==> config.mk <==
export PLATFORM = sky130hd
export DESIGN_NAME = lsi_bus_top
export DESIGN_NICKNAME = d
export VERILOG_FILES = /design/src/logic/lsi_ctrl_pkg.sv /design/src/logic/lsi_bus_pkg.sv /design/src/logic/lsi_bus_top.sv /design/src/logic/lsi_event_ctrl.sv /design/src/logic/lsi_bus_datapath.sv /design/src/logic/lsi_bus_timer.sv /design/src/logic/lsi_bus_fsm.sv
export SDC_FILE = /design/constraint.sdc
export NUM_CORES = 1
export LEC_CHECK = 0
export BUFFER_PORTS_ARGS = -buffer_cell sky130_fd_sc_hd__buf_2
export CAP_MARGIN = 0
export CORE_ASPECT_RATIO = 0.7
export CORE_MARGIN = 2
export CORE_UTILIZATION = 35
export CTS_BUF_LIST = sky130_fd_sc_hd__clkbuf_4
export DETAILED_ROUTE_END_ITERATION = 7
export HOLD_SLACK_MARGIN = 0.15
export PLACE_DENSITY = 0.63
export SYNTH_ARGS = -nofsm -noshare
export SYNTH_HDL_FRONTEND = slang
export SYNTH_SLANG_ARGS = --single-unit
==> constraint.sdc <==
create_clock -name vm_clk_p -period 3 [get_ports vm_clk_p]
set_input_delay 0.6 -clock vm_clk_p [delete_from_list [all_inputs] [get_ports vm_clk_p]]
set_output_delay 0.6 -clock vm_clk_p [all_outputs]
set_load 0.01 [all_outputs]
==> src/logic/lsi_ctrl_pkg.sv <==
// bit positions must agree with how software reads irq_o and the fast input nibble
`default_nettype none

package lsi_ctrl_pkg;

   // interrupt request vector
   localparam int IRQ_VIRQ = 0;        // vectored request, passed through
   localparam int IRQ_EVNT = 1;        // latched timer event
   localparam int IRQ_ACLO = 2;        // latched power fail
   localparam int IRQ_W    = 3;

   // fast data input nibble, replaces read data bits 3..0
   localparam int FDIN_BSEL0 = 0;      // boot selector low
   localparam int FDIN_BSEL1 = 1;      // boot selector high
   localparam int FDIN_BERR  = 2;      // sticky bus error
   localparam int FDIN_ACLO  = 3;      // power fail, live or latched

endpackage

`default_nettype wire

==> src/logic/lsi_bus_pkg.sv <==
// bus widths fixed at 16 bits; opcode values only matter for trace readability, hardware decodes by name
`default_nettype none

package lsi_bus_pkg;

   localparam int ADR_W = 16;          // Q-bus style word address
   localparam int DAT_W = 16;          // word data

   // commands issued in place of the microcode control chip
   typedef enum logic [3:0] {
      OP_READ       = 4'h0,            // word read on wbm
      OP_WRITE      = 4'h1,            // word write on wbm
      OP_WRITE_BYTE = 4'h2,            // byte write, lane from adr[0]
      OP_IACK       = 4'h3,            // vector fetch on wbi
      OP_SET_INIT   = 4'h4,            // assert peripheral INIT
      OP_CLR_INIT   = 4'h5,            // release peripheral INIT
      OP_CLR_BERR   = 4'h6,            // clear sticky bus error
      OP_CLR_ACLO   = 4'h7,            // drop power fail request
      OP_CLR_EVNT   = 4'h8,            // drop timer event request
      OP_SET_FDIN   = 4'h9             // next read gets status nibble
   } bus_op_e;

   typedef enum logic [2:0] {
      ST_IDLE = 3'd0,                  // ready for a command
      ST_MEM  = 3'd1,                  // wbm handshake running
      ST_VEC  = 3'd2,                  // wbi vector strobe running
      ST_FLAG = 3'd3,                  // flag command executes
      ST_DONE = 3'd4                   // completion pulse
   } bus_state_e;

endpackage

`default_nettype wire
==> src/logic/lsi_bus_top.sv <==
// single clock vm_clk_p; no bus grant, no slow clock mode; one command in flight until done_o
`timescale 1ns/1ps
`default_nettype none

module lsi_bus_top
   import lsi_bus_pkg::*;
   import lsi_ctrl_pkg::*;
#(
   parameter int TIMEOUT_CYCLES = 63
)
(
   input  logic             vm_clk_p,
   input  logic             m_sr,
   input  logic             cmd_valid_i,
   input  bus_op_e          cmd_op_i,
   input  logic [ADR_W-1:0] cmd_adr_i,
   input  logic [DAT_W-1:0] cmd_dat_i,
   input  logic             vm_aclo_i,
   input  logic             vm_evnt_i,
   input  logic             vm_halt_i,
   input  logic             vm_virq_i,
   input  logic [1:0]       vm_bsel_i,
   input  logic [DAT_W-1:0] wbm_dat_i,
   input  logic             wbm_ack_i,
   input  logic [DAT_W-1:0] wbi_dat_i,
   input  logic             wbi_ack_i,
   output logic             cmd_ready_o,
   output logic             done_o,
   output logic             berr_o,
   output logic [DAT_W-1:0] rdat_o,
   output logic             init_o,
   output logic [IRQ_W-1:0] irq_o,
   output logic             halt_o,
   output logic [ADR_W-1:0] wbm_adr_o,
   output logic [DAT_W-1:0] wbm_dat_o,
   output logic             wbm_cyc_o,
   output logic             wbm_stb_o,
   output logic             wbm_we_o,
   output logic [1:0]       wbm_sel_o,
   output logic             wbi_stb_o
);

   logic       adr_load;
   logic       dat_load;
   logic       rd_capture;
   logic       byte_wr;
   logic       stb_active;
   logic       exec;
   logic       cyc_end;
   logic       timeout;
   logic       fdin_en;
   logic [3:0] fdin;

   lsi_bus_fsm lsi_bus_fsm_inst (
      .vm_clk_p     (vm_clk_p),
      .m_sr         (m_sr),
      .cmd_valid_i  (cmd_valid_i),
      .cmd_op_i     (cmd_op_i),
      .wbm_ack_i    (wbm_ack_i),
      .wbi_ack_i    (wbi_ack_i),
      .timeout_i    (timeout),
      .cmd_ready_o  (cmd_ready_o),
      .adr_load_o   (adr_load),
      .dat_load_o   (dat_load),
      .rd_capture_o (rd_capture),
      .wbm_cyc_o    (wbm_cyc_o),
      .wbm_stb_o    (wbm_stb_o),
      .wbm_we_o     (wbm_we_o),
      .byte_o       (byte_wr),
      .wbi_stb_o    (wbi_stb_o),
      .stb_active_o (stb_active),
      .exec_o       (exec),
      .cyc_end_o    (cyc_end),
      .done_o       (done_o),
      .berr_o       (berr_o)
   );

   lsi_bus_timer #(
      .TIMEOUT_CYCLES (TIMEOUT_CYCLES)
   ) lsi_bus_timer_inst (
      .vm_clk_p     (vm_clk_p),
      .m_sr         (m_sr),
      .stb_active_i (stb_active),
      .timeout_o    (timeout)
   );

   lsi_bus_datapath lsi_bus_datapath_inst (
      .vm_clk_p     (vm_clk_p),
      .m_sr         (m_sr),
      .adr_load_i   (adr_load),
      .dat_load_i   (dat_load),
      .byte_i       (byte_wr),
      .rd_capture_i (rd_capture),
      .vec_sel_i    (wbi_stb_o),           // vector strobe marks a wbi read
      .cmd_adr_i    (cmd_adr_i),
      .cmd_dat_i    (cmd_dat_i),
      .wbm_dat_i    (wbm_dat_i),
      .wbi_dat_i    (wbi_dat_i),
      .fdin_en_i    (fdin_en),
      .fdin_i       (fdin),
      .wbm_adr_o    (wbm_adr_o),
      .wbm_dat_o    (wbm_dat_o),
      .wbm_sel_o    (wbm_sel_o),
      .rdat_o       (rdat_o)
   );

   lsi_event_ctrl lsi_event_ctrl_inst (
      .vm_clk_p  (vm_clk_p),
      .m_sr      (m_sr),
      .exec_i    (exec),
      .op_i      (cmd_op_i),
      .timeout_i (timeout),
      .cyc_end_i (cyc_end),
      .vm_aclo_i (vm_aclo_i),
      .vm_evnt_i (vm_evnt_i),
      .vm_halt_i (vm_halt_i),
      .vm_virq_i (vm_virq_i),
      .vm_bsel_i (vm_bsel_i),
      .init_o    (init_o),
      .irq_o     (irq_o),
      .halt_o    (halt_o),
      .fdin_en_o (fdin_en),
      .fdin_o    (fdin)
   );

endmodule

`default_nettype wire

==> src/logic/lsi_event_ctrl.sv <==
// inputs assumed synchronous to vm_clk_p; edges reach irq_o two cycles later; INIT is high out of reset
`timescale 1ns/1ps
`default_nettype none

module lsi_event_ctrl
   import lsi_bus_pkg::*;
   import lsi_ctrl_pkg::*;
(
   input  logic             vm_clk_p,
   input  logic             m_sr,
   input  logic             exec_i,           // command accepted
   input  bus_op_e          op_i,
   input  logic             timeout_i,
   input  logic             cyc_end_i,
   input  logic             vm_aclo_i,
   input  logic             vm_evnt_i,
   input  logic             vm_halt_i,
   input  logic             vm_virq_i,
   input  logic [1:0]       vm_bsel_i,
   output logic             init_o,
   output logic [IRQ_W-1:0] irq_o,
   output logic             halt_o,
   output logic             fdin_en_o,
   output logic [3:0]       fdin_o
);

   bus_op_e op_q;                      // opcode held past accept
   logic    run_q;                     // flag command executes now
   logic    aclo_d;                    // previous input levels
   logic    evnt_d;
   logic    aclo_ed;                   // one-cycle edge registers
   logic    evnt_ed;
   logic    aclo_rq;
   logic    evnt_rq;
   logic    berr_st;                   // sticky until cleared or INIT

   always_ff @(posedge vm_clk_p or posedge m_sr)
   begin
      if (m_sr)
      begin
         run_q     <= 1'b0;
         aclo_d    <= 1'b0;
         evnt_d    <= 1'b0;
         aclo_ed   <= 1'b0;
         evnt_ed   <= 1'b0;
         aclo_rq   <= 1'b0;
         evnt_rq   <= 1'b0;
         init_o    <= 1'b1;                        // peripherals held in reset
         berr_st   <= 1'b0;
         fdin_en_o <= 1'b0;
      end
      else
      begin
         run_q   <= exec_i;
         aclo_d  <= vm_aclo_i;
         evnt_d  <= vm_evnt_i;
         aclo_ed <= vm_aclo_i & ~aclo_d;           // rising edges only
         evnt_ed <= vm_evnt_i & ~evnt_d;

         if (run_q && op_q == OP_CLR_ACLO)
            aclo_rq <= 1'b0;
         else if (aclo_ed)
            aclo_rq <= 1'b1;

         if (run_q && op_q == OP_CLR_EVNT)
            evnt_rq <= 1'b0;
         else if (evnt_ed)
            evnt_rq <= 1'b1;

         if (run_q && op_q == OP_SET_INIT)
            init_o <= 1'b1;
         else if (run_q && op_q == OP_CLR_INIT)
            init_o <= 1'b0;

         if (init_o || (run_q && op_q == OP_CLR_BERR))
            berr_st <= 1'b0;
         else if (timeout_i)
            berr_st <= 1'b1;

         if (cyc_end_i)
            fdin_en_o <= 1'b0;                     // good for one wbm cycle
         else if (run_q && op_q == OP_SET_FDIN)
            fdin_en_o <= 1'b1;
      end
   end

   always_ff @(posedge vm_clk_p)
   begin
      if (exec_i)
         op_q <= op_i;
   end

   assign irq_o[IRQ_VIRQ] = vm_virq_i;             // no latch, device holds it
   assign irq_o[IRQ_EVNT] = evnt_rq;
   assign irq_o[IRQ_ACLO] = aclo_rq;
   assign halt_o          = vm_halt_i | aclo_rq;

   assign fdin_o[FDIN_BSEL0] = vm_bsel_i[0];
   assign fdin_o[FDIN_BSEL1] = vm_bsel_i[1];
   assign fdin_o[FDIN_BERR]  = berr_st;
   assign fdin_o[FDIN_ACLO]  = vm_aclo_i | aclo_rq;

endmodule

`default_nettype wire

==> src/logic/lsi_bus_datapath.sv <==
// address and write data load on accept; read data captured on ack; fast input only merges wbm reads
`timescale 1ns/1ps
`default_nettype none

module lsi_bus_datapath
   import lsi_bus_pkg::*;
   import lsi_ctrl_pkg::*;
(
   input  logic             vm_clk_p,
   input  logic             m_sr,
   input  logic             adr_load_i,
   input  logic             dat_load_i,
   input  logic             byte_i,
   input  logic             rd_capture_i,
   input  logic             vec_sel_i,        // capture from wbi
   input  logic [ADR_W-1:0] cmd_adr_i,
   input  logic [DAT_W-1:0] cmd_dat_i,
   input  logic [DAT_W-1:0] wbm_dat_i,
   input  logic [DAT_W-1:0] wbi_dat_i,
   input  logic             fdin_en_i,
   input  logic [3:0]       fdin_i,
   output logic [ADR_W-1:0] wbm_adr_o,
   output logic [DAT_W-1:0] wbm_dat_o,
   output logic [1:0]       wbm_sel_o,
   output logic [DAT_W-1:0] rdat_o
);

   logic [DAT_W-1:0] rd_mux;           // selected read source

   always_ff @(posedge vm_clk_p or posedge m_sr)
   begin
      if (m_sr)
         wbm_sel_o <= 2'b11;
      else if (adr_load_i)
         wbm_sel_o <= byte_i ? (cmd_adr_i[0] ? 2'b10 : 2'b01) : 2'b11;  // odd adr is high lane
   end

   always_ff @(posedge vm_clk_p)
   begin
      if (adr_load_i)
         wbm_adr_o <= cmd_adr_i;
      if (dat_load_i)
         wbm_dat_o <= cmd_dat_i;
      if (rd_capture_i)
         rdat_o <= rd_mux;
   end

   always_comb
   begin
      if (vec_sel_i)
         rd_mux = wbi_dat_i;                                  // vector passes as is
      else if (fdin_en_i)
         rd_mux = {wbm_dat_i[DAT_W-1:FDIN_ACLO+1], fdin_i};   // status over low nibble
      else
         rd_mux = wbm_dat_i;
   end

endmodule

`default_nettype wire

==> src/logic/lsi_bus_timer.sv <==
// reply timer; timeout pulses once after TIMEOUT_CYCLES strobe cycles, holds quiet until strobe drops
`timescale 1ns/1ps
`default_nettype none

module lsi_bus_timer
#(
   parameter int TIMEOUT_CYCLES = 63
)
(
   input  logic vm_clk_p,
   input  logic m_sr,
   input  logic stb_active_i,          // wbm or wbi strobe high
   output logic timeout_o              // bus error request
);

   localparam int CNT_W = $clog2(TIMEOUT_CYCLES + 1);

   logic [CNT_W-1:0] cnt_q;            // strobe cycles seen so far

   always_ff @(posedge vm_clk_p or posedge m_sr)
   begin
      if (m_sr)
         cnt_q <= '0;
      else if (!stb_active_i)
         cnt_q <= '0;                              // restart per transaction
      else if (cnt_q != CNT_W'(TIMEOUT_CYCLES))
         cnt_q <= cnt_q + 1'b1;                    // saturate, no wrap
   end

   // last strobe cycle of the allowed window
   assign timeout_o = stb_active_i & (cnt_q == CNT_W'(TIMEOUT_CYCLES - 1));

endmodule

`default_nettype wire

==> src/logic/lsi_bus_fsm.sv <==
// one command at a time; caller waits for done_o; no pipelining on wbm, wbi uses stb only
`timescale 1ns/1ps
`default_nettype none

module lsi_bus_fsm
   import lsi_bus_pkg::*;
(
   input  logic    vm_clk_p,
   input  logic    m_sr,
   input  logic    cmd_valid_i,
   input  bus_op_e cmd_op_i,
   input  logic    wbm_ack_i,
   input  logic    wbi_ack_i,
   input  logic    timeout_i,
   output logic    cmd_ready_o,
   output logic    adr_load_o,         // latch address and sel
   output logic    dat_load_o,         // latch write data
   output logic    rd_capture_o,       // capture read or vector data
   output logic    wbm_cyc_o,
   output logic    wbm_stb_o,
   output logic    wbm_we_o,
   output logic    byte_o,             // byte write decode
   output logic    wbi_stb_o,
   output logic    stb_active_o,       // runs the reply timer
   output logic    exec_o,             // command accepted
   output logic    cyc_end_o,          // wbm cycle finishes
   output logic    done_o,
   output logic    berr_o
);

   bus_state_e state;
   bus_state_e state_nx;
   logic       accept;
   logic       is_wr;
   logic       is_mem;
   logic       mem_end;
   logic       vec_end;
   logic       abort_q;                // cycle ended by timeout

   assign cmd_ready_o = (state == ST_IDLE);
   assign accept      = cmd_valid_i & cmd_ready_o;
   assign is_wr       = (cmd_op_i == OP_WRITE) | (cmd_op_i == OP_WRITE_BYTE);
   assign is_mem      = is_wr | (cmd_op_i == OP_READ);
   assign mem_end     = (state == ST_MEM) & (wbm_ack_i | timeout_i);
   assign vec_end     = (state == ST_VEC) & (wbi_ack_i | timeout_i);

   always_comb
   begin
      state_nx = state;
      case (state)
         ST_IDLE:
            if (accept)
               state_nx = is_mem ? ST_MEM : ((cmd_op_i == OP_IACK) ? ST_VEC : ST_FLAG);
         ST_MEM:
            if (mem_end)
               state_nx = ST_DONE;
         ST_VEC:
            if (vec_end)
               state_nx = ST_DONE;
         ST_FLAG: state_nx = ST_DONE;    // flag updates during this cycle
         default: state_nx = ST_IDLE;    // ST_DONE and unused codes
      endcase
   end

   always_ff @(posedge vm_clk_p or posedge m_sr)
   begin
      if (m_sr)
      begin
         state     <= ST_IDLE;
         wbm_cyc_o <= 1'b0;
         wbm_stb_o <= 1'b0;
         wbm_we_o  <= 1'b0;
         wbi_stb_o <= 1'b0;
         abort_q   <= 1'b0;
      end
      else
      begin
         state <= state_nx;
         if (accept)
         begin
            wbm_cyc_o <= is_mem;                     // cyc and stb rise together
            wbm_stb_o <= is_mem;
            wbm_we_o  <= is_wr;
            wbi_stb_o <= (cmd_op_i == OP_IACK);
            abort_q   <= 1'b0;
         end
         else
         begin
            if (mem_end)
            begin
               wbm_cyc_o <= 1'b0;                   // drop after ack sampled
               wbm_stb_o <= 1'b0;
               wbm_we_o  <= 1'b0;
               abort_q   <= ~wbm_ack_i;             // late ack still wins
            end
            if (vec_end)
            begin
               wbi_stb_o <= 1'b0;
               abort_q   <= ~wbi_ack_i;
            end
         end
      end
   end

   assign adr_load_o   = accept;
   assign dat_load_o   = accept & is_wr;
   assign byte_o       = (cmd_op_i == OP_WRITE_BYTE);
   assign rd_capture_o = ((state == ST_MEM) & wbm_ack_i & ~wbm_we_o)
                       | ((state == ST_VEC) & wbi_ack_i);
   assign stb_active_o = wbm_stb_o | wbi_stb_o;
   assign exec_o       = accept;
   assign cyc_end_o    = mem_end;
   assign done_o       = (state == ST_DONE);
   assign berr_o       = done_o & abort_q;              // only meaningful with done

endmodule

`default_nettype wire

==> metrics.md <==
| Metric | Value |
|---|---|
| Commonest non-fill, non-tap cell in the layout | `buf_2` |
| Worst Path Required | `3.05 ns` |
| Commonest non-fill, non-tap cells in the layout | `buf_2, edfxtp_1, dfrtp_1, nor2_1, nand2_1` |
| Combinational family with the most area after synthesis | `simple AND/OR/NAND/NOR gates` |
| Die width | `115 um` |
| Met2 GRT Util | `21.7%` |
| Yosys cell types | `44` |
| VDD IR max | `0.303 mV` |
| Busiest grt layer | `met2` |
| Met3 GRT Util | `5.98%` |
| Fraction of layout cells with a size suffix above 1 | `51.7%` |
| Final Hold Fails | `0` |
| Ant diodes | `0` |
| Fin util | `46.8%` |
| Critical Path End Type | `flip-flop` |
| Via/cell ratio | `between 4 and 5` |
| Status | `finished, final reports clean` |
| Syn_nets | `284` |
| Ys async rst share | `32.5%` |
| Post-layout nets | `426` |
| Routability cong. | `0.808` |
| TritonCTS clock tree | `yes` |
| Area contributors post-synth | `edfxtp_1, dfrtp_1, mux2_2, dfstp_2, nor2_1` |
| Area growth, synth to finish | `30.2%` |
| Initial DRC Count | `79` |
| Pre-antenna DRT Iters | `4` |
| Max_slew headroom | `32.7%` |
| CP Max Fanout | `28` |
| WHS | `0.282 ns` |
| Simple-gate share of the synthesized area | `9.73%` |
| Final Skew | `0.0184 ns` |
| Initial core utilization | `between 30% and 40%` |
| Post-Route WL | `approximately 6600 um` |
| Ports | `141` |
| GRT Util Overall | `between 10 and 15%` |
| CP arrival | `2.45 ns` |
| CTS max path bufs | `2` |
| Post-synth top flop | `edfxtp_1` |
| Largest net degree at the start of global routing | `29` |
| Final ANT Viol Nets | `0` |
| Flop and latch count out of synthesis | `77` |
| Setup bufs post-CTS | `0` |
| Dpl hpwl | `roughly 4800 um` |
| Mux contribution to synthesized area | `under 10%` |
| Number of global-route vias before repair | `1996` |
| Power Density | `733 nW/um2` |
| Initial antenna violation count | `0` |
| Vias | `2135` |
| Synth Area in Compound Gates | `~7.7%` |
| Area fraction of the dominant cell type after synthesis | `51.7%` |
| Kind of critical path | `flip-flop to flip-flop` |
| Final number of setup-violating endpoints | `0` |
| Die Ht | `just over 80 um` |
| Max-cap violation count | `0` |
| Leak | `1.72 nW` |
| CTS Hold Buffers Added | `0` |
| Leading area contributor after synthesis | `edfxtp_1` |
| Number of synthesized flops with an enable pin | `52` |
| Syn_area_per_cell | `14.9 um2` |
| Clock Latency Late Sink | `0.42 ns` |
| Residual DRC count | `0` |
| Post_cts resized | `0` |
| RSZ-0062 raised after global routing | `no` |
| Post-Synth XOR/XNOR Area | `0.580%` |
| Max Fclk | `approximately 420 MHz` |
| Fin crit share | `80.0%` |
| Clk root buf | `clkbuf_4` |
| Clk sinks | `between 70 and 80` |
| Final Max Tran Viols | `0` |
| Worst-margin pin slew | `1.01 ns` |
| Clock slew at reported path FFs | `0.13 ns` |
| H-tree levels | `3` |
| Min-Delay Path Class | `input port to flip-flop` |
| DR WL/cell | `14.4 um` |
| Synth Area in Adders | `less than 1%` |
| Post-layout min period | `2.40 ns` |
| Number of clock buffers inserted by TritonCTS | `9` |
| First-pass GRT wire length | `10200 um` |
| Post-Synthesis Cells | `roughly 200` |
| Core area | `8410 um2` |
| Row count | `28` |
| Sequential fraction of the synthesis area | `about 73%` |
| GR Overflow Total | `0` |
| Number of port buffers | `138` |
| Launching element type of the critical path | `flip-flop` |
| Syn Std Cell Area | `slightly above 3000 um2` |
| Met1 Usage GRT | `19.8%` |
| Die area | `9400 um2` |
| Setup TNS | `0 ns` |
| Synth Warn # | `0` |
-- cell families (layout without fill, tap and decap cells) --
kind of cell    after synthesis  count (layout)
simple gates                 57              57
fa+ha+maj                     2               2
xor+xnor                      2               2
mux                          16              16
compound gates               34              34
flops                        77              77
buf+inv                      15             162
-- per-layer routing --
| metal | vias to the layer above | part of all wire [%] |
|---|---|---|
| met1 | 998 | 47 |
| li1 | 1036 | - |
| met5 | - | 0 |
| met3 | 8 | 8.5 |
| met2 | 93 | 44 |
| met4 | 0 | 1.2 |
-- stage by stage --
| step | instance area (um2) | cells | power, W | setup slack, ns |
|---|---|---|---|---|
| after floorplan | 3020 | 203 | 0.00198 | 0.864 |
| after global placement | 3790 | 439 | 0.00227 | 0.648 |
| after detailed placement | 3790 | 439 | 0.00228 | 0.573 |
| after CTS | 3940 | 455 | 0.00292 | 0.544 |
| after global routing | 3940 | 455 | 0.00307 | 0.337 |
| final | 3940 | 455 | 0.00288 | 0.601 |
-- critical path, cell delays in order, from the launching register on --
cell and delay, ns:
dfrtp_1 0.46, nor3_2 0.24, nand2_2 0.15, inv_2 0.44
and3_1 0.74
-- state kept, by name, indices dropped and copies added, names as in the netlist, 2 cells and up --
name and flops:
lsi_bus_fsm_inst.state 3, lsi_event_ctrl_inst.op_q 4, lsi_bus_datapath_inst.wbm_sel_o 2, lsi_bus_datapath_inst.wbm_adr_o 16, lsi_bus_timer_inst.cnt_q 6, lsi_bus_datapath_inst.wbm_dat_o 16
lsi_bus_datapath_inst.rdat_o 16
-- area by class of cell --
cell class | count | area, um2
fillers | 774 | 4470
flip-flops and latches | 77 | 2190
multi-input cells | 111 | 743
repair buffers | 140 | 706
well taps | 105 | 131
clock buffers | 12 | 90.1
clock inverters | 4 | 51.3
inverters | 6 | 22.5
-- power by group --
| group | total, W | switching [W] | internal [W] |
|---|---|---|---|
| registers | 0.00154 | 0.000132 | 0.00141 |
| logic | 0.000713 | 0.000415 | 0.000298 |
| clock network | 0.000635 | 0.000352 | 0.000283 |
-- Yosys cell counts, types with 3 or more instances --
cell type / count
nor2_1: 16
nand3_1: 5
inv_1: 4
nor2b_1: 3
mux2i_1: 4
edfxtp_1: 52
dfrtp_1: 22
o22ai_1: 3
and3_1: 4
nor3_1: 4
buf_4: 4
a21oi_1: 5
a31oi_1: 7
dfstp_2: 3
o21ai_0: 8
mux2_2: 12
nand2_1: 14
-- final timing paths --
check / startpoint / endpoint / slack [ns] / cells after the start
worst min register to register: lsi_event_ctrl_inst.evnt_d / lsi_event_ctrl_inst.evnt_ed / 0.40 / 1
min in group asynchronous: m_sr / lsi_event_ctrl_inst.evnt_d / 0.40 / 2
worst max-delay path: lsi_bus_fsm_inst.state[1] / lsi_bus_datapath_inst.wbm_dat_o[15] / 0.60 / 4
max in group asynchronous: m_sr / lsi_bus_fsm_inst.state[0] / 1.97 / 2
worst min-delay path: vm_evnt_i / lsi_event_ctrl_inst.evnt_d / 0.28 / 1
worst max register to register: lsi_bus_fsm_inst.state[1] / lsi_bus_datapath_inst.wbm_dat_o[15] / 0.60 / 4
Note: power is estimated with default switching activity, not from simulation.
